$ cat config.mk
export PLATFORM = sky130hd
export DESIGN_NAME = hwpe_regfile_top
export DESIGN_NICKNAME = d
export VERILOG_FILES = /design/src/regctl_pkg.sv /design/src/reg_access_decode.sv /design/src/job_context_tracker.sv /design/src/context_param_store.sv /design/src/hwpe_regfile_top.sv
export VERILOG_INCLUDE_DIRS = /design/src /design/src/src
export SDC_FILE = /design/constraint.sdc
export NUM_CORES = 1
export LEC_CHECK = 0
export ABC_AREA = 1
export BUFFER_PORTS_ARGS = -buffer_cell sky130_fd_sc_hd__buf_2
export CAP_MARGIN = 5
export CORE_MARGIN = 2
export CORE_UTILIZATION = 25
export DETAILED_ROUTE_END_ITERATION = 10
export PLACE_DENSITY = 0.42
export SKIP_CTS_REPAIR_TIMING = 1
export SLEW_MARGIN = 20
export SYNTH_ARGS = -nofsm -noshare
export SYNTH_HDL_FRONTEND = slang
export SYNTH_HIERARCHICAL = 1
export SYNTH_SLANG_ARGS = --single-unit
$ cat constraint.sdc
create_clock -name clk_i -period 1.75 [get_ports clk_i]
set_input_delay 0.0875 -clock clk_i [delete_from_list [all_inputs] [get_ports clk_i]]
set_output_delay 0.0875 -clock clk_i [all_outputs]
set_load 0.02 [all_outputs]
$ cat src/regctl_config.svh
`ifndef REGCTL_CONFIG_SVH
`define REGCTL_CONFIG_SVH

// Geometry of the register file
`define REGCTL_N_CONTEXT   2
`define REGCTL_N_IO_REGS   4
`define REGCTL_DATA_W      32
`define REGCTL_ADDR_W      8
`define REGCTL_BE_W        4   // One enable per data byte
`define REGCTL_IDX_W       5   // Register index in addr[4:0]
`define REGCTL_CTX_W       1   // Context in addr[6:5], low bits used
`define REGCTL_IO_IDX_W    2
`define REGCTL_ID_W        8   // Offload and running job IDs

// Mandatory register indices
`define REGCTL_IDX_TRIGGER     0
`define REGCTL_IDX_ACQUIRE     1
`define REGCTL_IDX_FINISHED    2
`define REGCTL_IDX_STATUS      3
`define REGCTL_IDX_RUNNING_JOB 4
`define REGCTL_IDX_SOFT_CLEAR  5
`define REGCTL_IO_BASE         8

// Special read answers
`define REGCTL_RESP_OFFLOADING 32'hFFFF_FFFE
`define REGCTL_RESP_ALL_BUSY   32'hFFFF_FFFF
`define REGCTL_UNKNOWN         32'hDEAD_BEEF

`endif

$ cat src/regctl_pkg.sv
`default_nettype none

`include "regctl_config.svh"

package regctl_pkg;

  // One word-addressed bus request, wen high means write
  typedef struct packed {
    logic                       valid;
    logic                       wen;
    logic [`REGCTL_ADDR_W-1:0]  addr;
    logic [`REGCTL_DATA_W-1:0]  wdata;
    logic [`REGCTL_BE_W-1:0]    be;
  } reg_req_t;

  // Response, one cycle after the request
  typedef struct packed {
    logic                       valid;
    logic [`REGCTL_DATA_W-1:0]  rdata;
  } reg_rsp_t;

  typedef logic [`REGCTL_CTX_W-1:0] ctx_t;

  // Parameters handed to the engine for the running job
  typedef logic [`REGCTL_N_IO_REGS-1:0][`REGCTL_DATA_W-1:0] job_params_t;

  // Access kind seen by the job tracker
  typedef enum logic [3:0] {
    ACC_NONE,
    ACC_TRIGGER,
    ACC_ACQUIRE,
    ACC_FINISHED,
    ACC_STATUS,
    ACC_RUNNING_JOB,
    ACC_SOFT_CLEAR,
    ACC_IO,
    ACC_UNKNOWN
  } access_e;

  // Source of the read word one cycle later
  typedef enum logic [1:0] {
    SEL_TRACKER,
    SEL_STORE,
    SEL_UNKNOWN
  } rsp_sel_e;

endpackage

`default_nettype wire

$ cat src/reg_access_decode.sv
`default_nettype none
`timescale 1ns/1ps

`include "regctl_config.svh"

module reg_access_decode
  import regctl_pkg::*;
(
  input  logic                        clk_i,
  input  logic                        rst_ni,
  input  reg_req_t                    req_i,
  output access_e                     access_o,
  output ctx_t                        ctx_o,
  output logic                        io_we_o,
  output logic [`REGCTL_IO_IDX_W-1:0] io_idx_o,
  input  logic [`REGCTL_DATA_W-1:0]   tracker_rdata_i,
  input  logic [`REGCTL_DATA_W-1:0]   store_rdata_i,
  output reg_rsp_t                    rsp_o
);

  localparam int unsigned IdxW   = `REGCTL_IDX_W;
  localparam int unsigned IoBase = `REGCTL_IO_BASE;
  localparam int unsigned IoEnd  = `REGCTL_IO_BASE + `REGCTL_N_IO_REGS;

  logic [IdxW-1:0] idx;
  logic [IdxW-1:0] io_off;
  logic            is_io;
  rsp_sel_e        sel_d;
  rsp_sel_e        sel_q;
  logic            valid_q;
  logic            wen_q;

  assign idx    = req_i.addr[IdxW-1:0];
  assign ctx_o  = req_i.addr[IdxW +: `REGCTL_CTX_W];
  assign is_io  = (idx >= IdxW'(IoBase)) && (idx < IdxW'(IoEnd));
  assign io_off = idx - IdxW'(IoBase);

  assign io_idx_o = io_off[`REGCTL_IO_IDX_W-1:0];
  assign io_we_o  = req_i.valid & req_i.wen & is_io;

  // Map index and direction to an access kind and a response source
  always_comb begin
    access_o = ACC_NONE;
    sel_d    = SEL_UNKNOWN;
    if (req_i.valid) begin
      access_o = ACC_UNKNOWN;
      if (is_io) begin
        access_o = ACC_IO;
        sel_d    = SEL_STORE;
      end else begin
        case (idx)
          IdxW'(`REGCTL_IDX_TRIGGER): begin
            if (req_i.wen) access_o = ACC_TRIGGER;
          end
          IdxW'(`REGCTL_IDX_ACQUIRE): begin
            if (!req_i.wen) begin
              access_o = ACC_ACQUIRE;  // Test-and-set on read
              sel_d    = SEL_TRACKER;
            end
          end
          IdxW'(`REGCTL_IDX_FINISHED): begin
            access_o = ACC_FINISHED;   // Any access clears the counter
            sel_d    = SEL_TRACKER;
          end
          IdxW'(`REGCTL_IDX_STATUS): begin
            if (!req_i.wen) begin
              access_o = ACC_STATUS;
              sel_d    = SEL_TRACKER;
            end
          end
          IdxW'(`REGCTL_IDX_RUNNING_JOB): begin
            if (!req_i.wen) begin
              access_o = ACC_RUNNING_JOB;
              sel_d    = SEL_TRACKER;
            end
          end
          IdxW'(`REGCTL_IDX_SOFT_CLEAR): begin
            if (req_i.wen) access_o = ACC_SOFT_CLEAR;
          end
          default: access_o = ACC_UNKNOWN;
        endcase
      end
    end
  end

  // Line the select up with the registered read words
  always_ff @(posedge clk_i or negedge rst_ni) begin
    if (!rst_ni) begin
      valid_q <= 1'b0;
      wen_q   <= 1'b0;
      sel_q   <= SEL_UNKNOWN;
    end else begin
      valid_q <= req_i.valid;
      wen_q   <= req_i.wen;
      sel_q   <= sel_d;
    end
  end

  always_comb begin
    rsp_o.valid = valid_q;
    rsp_o.rdata = '0;             // Writes answer with zero
    if (valid_q && !wen_q) begin
      case (sel_q)
        SEL_TRACKER: rsp_o.rdata = tracker_rdata_i;
        SEL_STORE:   rsp_o.rdata = store_rdata_i;
        default:     rsp_o.rdata = `REGCTL_UNKNOWN;
      endcase
    end
  end

endmodule

`default_nettype wire

$ cat src/job_context_tracker.sv
`default_nettype none
`timescale 1ns/1ps

`include "regctl_config.svh"

module job_context_tracker
  import regctl_pkg::*;
(
  input  logic                      clk_i,
  input  logic                      rst_ni,
  input  logic                      clear_i,
  input  access_e                   access_i,
  input  logic [`REGCTL_DATA_W-1:0] wdata_i,
  input  logic                      done_i,
  output logic [`REGCTL_DATA_W-1:0] rdata_o,
  output logic                      start_o,
  output logic                      busy_o,
  output ctx_t                      running_ctx_o
);

  localparam int unsigned NCtx  = `REGCTL_N_CONTEXT;
  localparam int unsigned CntW  = $clog2(NCtx + 1);
  localparam int unsigned IdW   = `REGCTL_ID_W;
  localparam int unsigned DataW = `REGCTL_DATA_W;

  typedef enum logic {
    ST_IDLE,
    ST_BUSY
  } state_e;

  state_e               state_q;
  logic [IdW-1:0]       offload_id_q;
  logic [IdW-1:0]       running_id_q;
  logic                 critical_q;     // A core holds the reservation
  ctx_t                 ptr_ctx_q;      // Next context to be queued
  ctx_t                 run_ctx_q;      // Context the engine works on
  logic [CntW-1:0]      queued_q;
  logic [NCtx-1:0][7:0] status_q;
  logic [1:0]           finished_q;
  logic                 done_q;
  logic [DataW-1:0]     rdata_q;
  logic [DataW-1:0]     status_word;
  logic                 clear;
  logic                 all_busy;
  logic                 acquire_ok;
  logic                 trigger;
  logic                 job_done;
  logic                 launch;

  function automatic ctx_t next_ctx(input ctx_t c);
    next_ctx = (c == ctx_t'(NCtx - 1)) ? '0 : c + 1'b1;
  endfunction

  assign clear      = clear_i | (access_i == ACC_SOFT_CLEAR);
  assign all_busy   = (queued_q == CntW'(NCtx));
  assign acquire_ok = (access_i == ACC_ACQUIRE) && !critical_q && !all_busy;
  // Only a zero written to TRIGGER queues the job, other values are reserved
  assign trigger    = (access_i == ACC_TRIGGER) && critical_q && (wdata_i == '0);
  assign job_done   = done_i && (state_q == ST_BUSY);
  assign launch     = (state_q == ST_IDLE) && (queued_q != '0);

  // Engine FSM with the start pulse
  always_ff @(posedge clk_i or negedge rst_ni) begin
    if (!rst_ni) begin
      state_q <= ST_IDLE;
      start_o <= 1'b0;
    end else if (clear) begin
      state_q <= ST_IDLE;
      start_o <= 1'b0;
    end else begin
      start_o <= launch;
      case (state_q)
        ST_IDLE: if (launch) state_q <= ST_BUSY;
        ST_BUSY: if (job_done) state_q <= ST_IDLE;
        default: state_q <= ST_IDLE;
      endcase
    end
  end

  // Job IDs, reservation and context bookkeeping
  always_ff @(posedge clk_i or negedge rst_ni) begin
    if (!rst_ni) begin
      offload_id_q <= '0;
      running_id_q <= '0;
      critical_q   <= 1'b0;
      ptr_ctx_q    <= '0;
      run_ctx_q    <= '0;
      queued_q     <= '0;
      status_q     <= '0;
      finished_q   <= '0;
      done_q       <= 1'b0;
    end else if (clear) begin
      offload_id_q <= '0;
      running_id_q <= '0;
      critical_q   <= 1'b0;
      ptr_ctx_q    <= '0;
      run_ctx_q    <= '0;
      queued_q     <= '0;
      status_q     <= '0;
      finished_q   <= '0;
      done_q       <= 1'b0;
    end else begin
      done_q <= job_done;
      if (acquire_ok) offload_id_q <= offload_id_q + 1'b1;
      if (done_q) running_id_q <= running_id_q + 1'b1;  // Lags done by a cycle

      if (acquire_ok) critical_q <= 1'b1;
      else if (trigger) critical_q <= 1'b0;

      if (trigger) ptr_ctx_q <= next_ctx(ptr_ctx_q);
      if (job_done) run_ctx_q <= next_ctx(run_ctx_q);

      if (trigger && !job_done) queued_q <= queued_q + 1'b1;
      else if (job_done && !trigger) queued_q <= queued_q - 1'b1;

      if (job_done) status_q[run_ctx_q] <= 8'h00;
      if (trigger) status_q[ptr_ctx_q] <= 8'h01;

      // Completion counter saturates at 2
      if (access_i == ACC_FINISHED) finished_q <= '0;
      else if (job_done && (finished_q < 2'd2)) finished_q <= finished_q + 1'b1;
    end
  end

  always_comb begin
    status_word = '0;
    status_word[NCtx*8-1:0] = status_q;  // One byte per context
  end

  always_ff @(posedge clk_i) begin
    case (access_i)
      ACC_ACQUIRE: begin
        if (critical_q) rdata_q <= `REGCTL_RESP_OFFLOADING;
        else if (all_busy) rdata_q <= `REGCTL_RESP_ALL_BUSY;
        else rdata_q <= DataW'(offload_id_q);
      end
      ACC_STATUS:      rdata_q <= status_word;
      ACC_FINISHED:    rdata_q <= DataW'(finished_q);
      ACC_RUNNING_JOB: rdata_q <= DataW'(running_id_q);
      default:         rdata_q <= '0;
    endcase
  end

  assign rdata_o       = rdata_q;
  assign busy_o        = (state_q == ST_BUSY);
  assign running_ctx_o = run_ctx_q;

endmodule

`default_nettype wire

$ cat src/context_param_store.sv
`default_nettype none
`timescale 1ns/1ps

`include "regctl_config.svh"

module context_param_store
  import regctl_pkg::*;
(
  input  logic                        clk_i,
  input  logic                        rst_ni,
  input  logic                        we_i,
  input  ctx_t                        ctx_i,
  input  logic [`REGCTL_IO_IDX_W-1:0] idx_i,
  input  logic [`REGCTL_BE_W-1:0]     be_i,
  input  logic [`REGCTL_DATA_W-1:0]   wdata_i,
  input  ctx_t                        running_ctx_i,
  output logic [`REGCTL_DATA_W-1:0]   rdata_o,
  output job_params_t                 params_o
);

  localparam int unsigned BeW = `REGCTL_BE_W;

  // IO registers, one parameter set per context
  job_params_t               mem_q [`REGCTL_N_CONTEXT];
  logic [`REGCTL_DATA_W-1:0] rdata_q;

  // Byte-enable write, untouched bytes keep their value
  always_ff @(posedge clk_i) begin
    if (we_i) begin
      for (int b = 0; b < BeW; b++) begin
        if (be_i[b]) begin
          mem_q[ctx_i][idx_i][b*8 +: 8] <= wdata_i[b*8 +: 8];
        end
      end
    end
  end

  always_ff @(posedge clk_i or negedge rst_ni) begin
    if (!rst_ni) begin
      rdata_q <= '0;
    end else begin
      rdata_q <= mem_q[ctx_i][idx_i];  // Decoder picks it only for IO reads
    end
  end

  assign rdata_o  = rdata_q;
  assign params_o = mem_q[running_ctx_i];  // Follows the running context

endmodule

`default_nettype wire

$ cat src/hwpe_regfile_top.sv
`default_nettype none
`timescale 1ns/1ps

`include "regctl_config.svh"

module hwpe_regfile_top
  import regctl_pkg::*;
(
  input  logic        clk_i,
  input  logic        rst_ni,
  input  logic        clear_i,
  input  reg_req_t    reg_req_i,
  output reg_rsp_t    reg_rsp_o,
  input  logic        done_i,
  output logic        start_o,
  output logic        busy_o,
  output job_params_t job_params_o
);

  access_e                     access;
  ctx_t                        req_ctx;
  ctx_t                        running_ctx;
  logic                        io_we;
  logic [`REGCTL_IO_IDX_W-1:0] io_idx;
  logic [`REGCTL_DATA_W-1:0]   tracker_rdata;
  logic [`REGCTL_DATA_W-1:0]   store_rdata;

  reg_access_decode u_decode (
    .clk_i           (clk_i),
    .rst_ni          (rst_ni),
    .req_i           (reg_req_i),
    .access_o        (access),
    .ctx_o           (req_ctx),
    .io_we_o         (io_we),
    .io_idx_o        (io_idx),
    .tracker_rdata_i (tracker_rdata),
    .store_rdata_i   (store_rdata),
    .rsp_o           (reg_rsp_o)
  );

  job_context_tracker u_tracker (
    .clk_i         (clk_i),
    .rst_ni        (rst_ni),
    .clear_i       (clear_i),
    .access_i      (access),
    .wdata_i       (reg_req_i.wdata),
    .done_i        (done_i),
    .rdata_o       (tracker_rdata),
    .start_o       (start_o),
    .busy_o        (busy_o),
    .running_ctx_o (running_ctx)
  );

  // Parameter array keeps its content across clears
  context_param_store u_store (
    .clk_i         (clk_i),
    .rst_ni        (rst_ni),
    .we_i          (io_we),
    .ctx_i         (req_ctx),
    .idx_i         (io_idx),
    .be_i          (reg_req_i.be),
    .wdata_i       (reg_req_i.wdata),
    .running_ctx_i (running_ctx),
    .rdata_o       (store_rdata),
    .params_o      (job_params_o)
  );

endmodule

`default_nettype wire

### Word-level counts from Yosys, hierarchy flattened

Memory sizes are Yosys's and may differ from the RTL's.
Index checks and enable logic that the tools add are counted.

| cells by class | value |
|---|---|
| add/subtract/negate cells | 8 |
| $mul | 0 |
| divide/modulo/power cells | 0 |
| order comparisons | 9 |
| eq/ne operators | 13 |
| shift operators | 0 |
| multiplexer cells | 456 |
| bitwise logic cells | 393 |
| reduce and logical (&&, ||, !) cells | 31 |

Operator list:

| operator | number |
|---|---|
| 128-bit two-way mux | 4 |
| 1-bit two-way mux | 406 |
| 1-bit bitwise OR | 385 |
| 32-bit demux with 2-bit select | 4 |
| 32-bit two-way mux | 5 |
| 32-bit one-hot mux with 4 select lines | 1 |
| 16-bit two-way mux | 5 |
| 32-bit binary-select mux with 2-bit select | 1 |
| 32-bit one-hot mux with 2 select lines | 1 |
| 8-bit two-way mux | 7 |
| 32-bit logical NOT | 1 |
| 4-bit two-way mux | 7 |
| 24-bit two-way mux | 1 |
| 4-bit one-hot mux with 6 select lines | 1 |
| 2-bit two-way mux | 9 |
| 8-bit by 1-bit adder with 8-bit output, second input constant | 2 |
| 16-bit AND | 1 |
| 8-bit demux with 1-bit select | 2 |
| 16-bit NOT | 1 |
| 14-bit AND | 1 |
| 1-bit logical AND | 14 |
| 14-bit NOT | 1 |
| 4-bit by 3-bit == test with 1-bit output, second input constant | 3 |
| 5-bit by 2-bit == test with 1-bit output, second input constant | 2 |
| other kinds (27) | 45 |

| word-level totals | value |
|---|---|
| bits in registers | 110 |
| bits in latches | 0 |
| RAM bits | 256 |
| ROM bits | 0 |
| bits of input ports | 50 |
| memories | 1 |

Memory list:

| name | words | bits a word | rd ports | clocked after Yosys merged registers in | wr ports | line | RTL |
|---|---|---|---|---|---|---|---|
| u_store.mem_q | 2 | 128 | 2 | 0 | 1 | context_param_store.sv:24 | `` job_params_t mem_q [`REGCTL_N_CONTEXT]; `` |

### Longest topological paths before layout

Gate-level depths: netlist (run 1).

| logic depth | value |
|---|---|
| depth in word-level cells | 12 |
| depth in mapped cells | 18 |
| mapped depth without buffers | 18 |

### Modules after synthesis

The synthesis (run 1) kept the hierarchy.

By module, submodules not included:

| module | instances | cells each | area each (sq um) | seq. area each (sq um) |
|---|---|---|---|---|
| context_param_store | 1 | 1458 | 13372.8 | 8488.1 |
| job_context_tracker | 1 | 325 | 2733.9 | 1391.3 |
| reg_access_decode | 1 | 164 | 883.3 | 101.3 |

### Worst setup path before layout (run 1)

No wires, ideal clock.

| timing path | value |
|---|---|
| path type | input -> register |
| start point | input port reg_req_i[38] in the netlist's numbering |
| end point | memory u_store/mem_q[0][0] in the netlist's numbering (enable) |
| arrival | 1.470 ns |
| path slack | -0.104 ns |
| stages on the path | 7 |
| path through | inv_1 nand3_1 nor2_1 inv_1 nor2_1 nand2_1 nor3_1 |

| between the ends | value |
|---|---|
| longest elaborated chain between the ends | 8 |
| elaborated cells between the ends (all ways) | 15 |
| classes of those cells | order compare (2); mux (8); bitwise (4); reduce/logical (1) |

Ends and longest elaborated chain:

| what | line | RTL |
|---|---|---|
| start, declared | hwpe_regfile_top.sv:12 | `input reg_req_t reg_req_i,` |
| 5-bit by 4-bit >= comparator with 1-bit output or 5-bit by 4-bit less-than comparator with 1-bit output (tied branches) | reg_access_decode.sv:35 | `assign is_io = (idx >= IdxW'(IoBase)) && (idx < IdxW'(IoEnd));` |
| 1-bit logical AND (*) | reg_access_decode.sv:35 |  |
| 1-bit AND (*) | reg_access_decode.sv:39 | `assign io_we_o = req_i.valid & req_i.wen & is_io;` |
| net io_we | hwpe_regfile_top.sv:23 | `logic io_we;` |
| 1-bit two-way mux | context_param_store.sv:29 | `if (we_i) begin` |
| 128-bit two-way mux (not written as such) | context_param_store.sv:32 | `mem_q[ctx_i][idx_i][b*8 +: 8] <= wdata_i[b*8 +: 8];` |
| 1-bit bitwise OR (no source line) (2 in series) | - |  |
| 1-bit bitwise OR (no source line) (*) | - |  |
| end, declared | context_param_store.sv:24 |  |

The timed path passes the listed nets; every way through them passes the cells marked *.

==> results of run 1 <==
-- path summary, 6_finish.rpt --
kind,startpoint,endpoint,slack (ns)
max in group asynchronous,rst_ni,u_decode/sel_q[1],1.09
worst min register to register,u_tracker/running_id_q[6],u_tracker/running_id_q[6],0.46
worst max-delay path,u_decode/sel_q[1],reg_rsp_o[28],-0.30
min in group asynchronous,rst_ni,u_store/rdata_o[15],0.04
worst min-delay path,reg_req_i[45],u_decode/sel_q[0],-0.02
worst max register to register,u_tracker/queued_q[0],u_tracker/offload_id_q[5],0.22
-- metal layers --
layer,global-route usage,routed length (µm),vias up,part of all wire
met5,0,57,-,0.00097
met1,0.2049,26230,6643,0.45
li1,-,-,6853,-
met3,0.03307,2910,68,0.050
met2,0.2687,28400,303,0.48
met4,0.04199,1161,10,0.020
-- Yosys cell counts, drive strengths merged --
cell type	instances
nor3	75
nand2	571
a21oi	20
edfxtp	256
a211oi	1
or2	1
buf	73
o21ai	157
o221ai	3
dfxtp	17
nand4	6
clkbuf	27
nand3	149
o2111ai	1
dfrtp	77
nor2	109
o22ai	1
inv	385
o31ai	3
o211ai	4
nor3b	3
mux2	2
dfstp	1
ha	2
a31oi	3
-- kinds of logic after synthesis --
logic type | Yosys count | share of synthesized area
fa+ha+maj | 2 | 0.001473
flops | 351 | 0.5875
simple gates | 914 | 0.2295
mux | 2 | 0.001325
buf+inv | 485 | 0.1199
compound gates | 193 | 0.06031
-- metrics by stage --
stage | hold WS [ns] | TNS [ns]
after floorplan | -0.2081 | -24.21
after global placement | 0.07958 | -66.22
after detailed placement | 0.08099 | -81.29
after CTS | -0.5315 | -55.35
after global routing | 0.006324 | -38.00
final | -0.01669 | -25.92
-- layout make-up --
cell class | count | area (µm²) | area share
clock buffer | 57 | 1202 | 0.05219
multi-input combinational | 1111 | 5657 | 0.2455
timing repair buffer | 404 | 3447 | 0.1496
clock inverter | 21 | 195.2 | 0.008471
tap | 873 | 1092 | 0.04741
inverter | 385 | 1458 | 0.06326
sequential | 351 | 9985 | 0.4333
antenna | 2 | 5.005 | 0.0002172
-- sequential cells by signal, indices dropped and copies added, names as in the netlist --
signal	count
u_tracker/offload_id_q	8
u_store/rdata_o	32
u_tracker/running_ctx_o	1
u_tracker/start_o	1
u_tracker/ptr_ctx_q	1
u_store/mem_q	256
u_decode/valid_q	1
u_tracker/critical_q	1
u_tracker/queued_q	2
u_tracker/finished_q	2
u_tracker/rdata_o	17
u_tracker/done_q	1
u_tracker/running_id_q	8
u_decode/sel_q	2
u_tracker/busy_o	1
u_decode/wen_q	1
u_tracker/status_q	16
-- worst max-delay path: cells and delay by family (launching register included) --
kind	cells	cell delay, ns
buf+inv	4	0.56
simple gates	3	0.27
flops	1	0.57
-- power breakdown --
group	switching [mW]	total [mW]	internal (mW)
Sequential	0.101	9.18	9.08
Combinational	2.35	3.78	1.44
Clock	3.55	8.83	5.28
Total	6.00	21.8	15.8
==> results.toml, run 1 <==
[outcome]
status = "finished with violations"
violations = "negative hold slack, negative setup slack"

[global_route]
grt_usage = 0.1584
grt_pass1_wl_um = 82360
grt_antenna_before_repair = 8
grt_pass1_vias = 13280
grt.overflow.total = 0
grt_max_degree = 102

[floorplanning]
initial_core_util = 0.2525
num_rows = 95
core_um2 = 67280
die_h_um = 264.7
die_x_um = 264.7
dieArea_um2 = 70060
num_io_pins = 213

[synth]
synth_cell_types = 41
synth-warning-count = 6
syn_area_per_cell_um2 = 8.726
synthesis.area_um2 = 16990
yosysTopAreaCell = "edfxtp_1"
synth_cells = 1947
synth_top_area_frac = 0.4525
ys_seq_elements = 351
synth_fp_nets = 1999
ys_seq_area_frac = 0.5875
synth_area_leaders = "edfxtp_1, nand2_1, dfrtp_1"

[timing]
clock.fmax_mhz = 487.3
grt_setup_unrepaired = "true"
hold_violations = 1
whs_ns = -0.01669
slew_violations = 0
timing.final.crit_share = 1.173
min_period_ns = 2.052
fin_ws_ns = -0.3020
max_slew.worst_pin.slew_ns = 0.5462
skew_ns = 0.01184
setup_viol = 159
relSlewSlack = 0.6359

[placed_design]
io_buffers = 210
placed_cells = 3069
dp_worst_setup_slack_ns = -0.3477
place.gp.congestion = 0.8327
place_hpwl_um = 40860
placed_area_um2 = 19810

[layout]
fin_cells = 3204
final_common_cell = "nand2_1"
area_growth_pct = 35.61
fillCellCount = 6921
final_nets = 2348
fin_area_um2 = 23040
drive_gt1_frac = 0.2585
final_cell_mix = "nand2_1, inv_1, edfxtp_1"
post-route-util = 0.3425

[clock_network]
cts_max_level = 2
root_buffer = "clkbuf_16"
clk_pin_slew_worst_paths_ns = 0.06
clock_latency_ns = 0.56
cts_tree = "built"
clkSinkCount = 351
cts_buffer_depth = 3
numCtsBuffers = 43

[power]
peakVddDrop_uv = 715.4
leakage_nw = 10.24
power.total_mw = 21.80
power_density_nw_per_um2 = 946.0

[worst_setup_path]
cp.required_ns = 1.66
setup.worst_path.start_class = "register"
path_class = "reg -> out"
crit_arrival_ns = 1.96
max_stage_delay_ns = 0.57
rr_worst_depth = 9
end_kind = "output port"
path_cells = "nor2_4 -> clkinv_4 -> buf_12 -> buf_4 -> nor2_4 -> nor3_2 -> buf_4"
cp_max_fo = 7
cpMaxStageDelayCell = "dfstp_2"

[detailed_routing]
route.vias.total = 13880
drc_errors = 0
drt-total-wl_um = 58750
first_pass_iters = 5
avgViaCountPerCell = 4.331
wl_per_cell_um = 18.34
first_iter_violations = 783
ant_nets = 0

[min_path]
worst_hold_path_type = "in -> reg"
hold_depth = 4

[flow_run]
maxCapViolCount = 0
Power figures use the tool's default switching activity.
==> run 2: changes to the inputs <==
--- a/config.mk
+++ b/config.mk
@@ -14,3 +14,3 @@
 export DETAILED_ROUTE_END_ITERATION = 10
-export PLACE_DENSITY = 0.42
+export PLACE_DENSITY = 0.43
 export SKIP_CTS_REPAIR_TIMING = 1
==> constraint.sdc (replaced) <==
create_clock -name clk_i -period 1.8 [get_ports clk_i]
set_input_delay 0.09 -clock clk_i [delete_from_list [all_inputs] [get_ports clk_i]]
set_output_delay 0.09 -clock clk_i [all_outputs]
set_load 0.005 [all_outputs]
==> run 2 against run 1 <==
Net effect: the run ends with negative setup slack left; critical path depth decreased by 2; via count increased by 2.1%; sequential power decreased by 2.8%; count of clock-buffer cells in the layout increased by 4; die area unchanged; sequential cell count unchanged; global-route usage increased by 0.054 points; critical path type unchanged; combinational power decreased by 9.5%; worst hold slack improved by 0.019 ns; setup slack improved by 0.083 ns.
==> results.toml, run 2 (same netlist as run 1, synthesis figures left out) <==
[power]
power.total_mw = 20.96
p_int_mw = 15.48
power_density_nw_per_um2 = 913.4
clkPwrFrac = 0.411
p_sw_mw = 5.481
leakage_nw = 10.27
p_comb_frac = 0.163
peakVddDrop_uv = 687.0
seq_power_share = 0.426
p_sw_frac = 0.2615

[floorplanning]
initial_core_util = 0.2525
dieArea_um2 = 70060
num_rows = 95
die_x_um = 264.7
core_um2 = 67280
die_h_um = 264.7
num_io_pins = 213

[global_route]
grt.overflow.total = 0
grt_usage = 0.1589
grt_max_degree = 77
grt_pass1_wl_um = 82750
grt_pass1_vias = 13490
grt_antenna_before_repair = 7

[detailed_routing]
drc_errors = 0
avgViaCountPerCell = 4.411
first_pass_iters = 7
ant_nets = 0
route.vias.total = 14170
first_iter_violations = 945
drt-total-wl_um = 61270
wl_per_cell_um = 19.08

[layout]
area_growth_pct = 35.05
final_nets = 2357
largest_reg_flops = 256
drive_gt1_frac = 0.2701
largest_register = "u_store/mem_q"
final_common_cell = "nand2_1"
final_cell_mix = "nand2_1, inv_1, edfxtp_1"

[timing]
max_slew.worst_pin.slew_ns = 0.4942
grt_setup_unrepaired = "true"
hold_violations = 0
slew_violations = 0
fin_ws_ns = -0.2191
clock.fmax_mhz = 495.3
setup_viol = 160
min_period_ns = 2.019
timing.final.crit_share = 1.122
skew_ns = 0.01755
whs_ns = 0.002591
fin_setup_tns_ns = -23.83
relSlewSlack = 0.6702

[clock_network]
cts_buffer_depth = 3
root_buffer = "clkbuf_16"
numCtsBuffers = 43
cts_max_level = 2
clkSinkCount = 351
clock_latency_ns = 0.57
cts_tree = "built"
clk_pin_slew_worst_paths_ns = 0.06

[placed_design]
place.gp.congestion = 0.8408
place_hpwl_um = 40120
dp_worst_setup_slack_ns = -0.2326
io_buffers = 210

[outcome]
status = "finished with violations"
violations = "negative setup slack"

[min_path]
hp-start = "reg_req_i[45]"
worst_hold_path_type = "in -> reg"

[worst_setup_path]
crit_arrival_ns = 1.93
setup.worst_path.start_class = "register"
path_class = "reg -> out"
cp.required_ns = 1.71
startpoint = "u_tracker/running_ctx_o"
path_cells = "clkbuf_16 -> clkbuf_16 -> clkbuf_16 -> o21ai_2 -> buf_2"
cp_common_cell = "clkbuf_16"
cpMaxStageDelayCell = "dfrtp_4"
worstReg2RegStart = "u_tracker/queued_q[0]"
max_stage_delay_ns = 0.53
cp_max_fo = 8
end_kind = "output port"

[flow_run]
maxCapViolCount = 0
==> run 2: changes by cell type in the layout (fill, tap and decap cells not counted), sizes merged <==
cell      previous run  this run
buf                363       364
bufinv               3         4
clkbuf              62        74
clkinv              13        11
clkinvlp             5         1
inv                385       384
==> run 2: layout make-up <==
| cell class | instances | area [µm²] |
|---|---|---|
| fillers | 6898 | 44330 |
| flip-flops and latches | 351 | 9985 |
| inverters | 385 | 1473 |
| multi-input cells | 1111 | 5690 |
| clock inverters | 15 | 177.7 |
| clock buffers | 61 | 1205 |
| diodes | 2 | 5.005 |
| well taps | 873 | 1092 |
| repair buffers | 413 | 3317 |
==> run 2: critical path, delay by kind of cell (launching register included) <==
kind	cells	cell delay [ns]
AO/OA/AOI/OAI	1	0.15
buffers and inverters	4	0.66
flip-flops	1	0.53
==> run 2: metrics by stage <==
| step | std cells | utilization | cell area, µm² |
|---|---|---|---|
| finish | 3211 | 0.3410 | 22940 |
| detailed placement | 3062 | 0.2923 | 19670 |
| CTS | 3138 | 0.3129 | 21050 |
| global route | 3211 | 0.3410 | 22940 |
| global placement | 3062 | 0.2923 | 19670 |
| floorplan | 1947 | - | 16990 |
==> run 2: power groups by stage <==
stage	clock network, mW	logic, mW	registers, mW
floorplan	0	1.13	9.05
global placement	0	2.39	9.08
detailed placement	0	2.40	9.08
CTS	8.87	2.41	8.92
global route	9.15	3.71	8.93
finish	8.62	3.42	8.92
==> run 2: path summary, 6_finish.rpt <==
path                                        endpoint  slack (ns)  depth (start not counted)
setup / recovery                    job_params_o[92]       -0.22                          5
hold / removal                     u_decode/sel_q[0]       0.003                          4
setup reg to reg           u_tracker/offload_id_q[2]        0.28                          9
hold reg to reg            u_tracker/running_id_q[6]        0.48                          1
max in group asynchronous        u_store/rdata_o[31]        1.16                          3
min in group asynchronous        u_store/rdata_o[14]        0.02                          2
==> run 2: routing by layer <==
layer,track usage,up-vias,wire (µm)
met5,0,-,58
met4,0.04550,8,1429
met3,0.03484,87,3372
met2,0.2711,338,29550
met1,0.2021,6853,26860
li1,-,6879,-
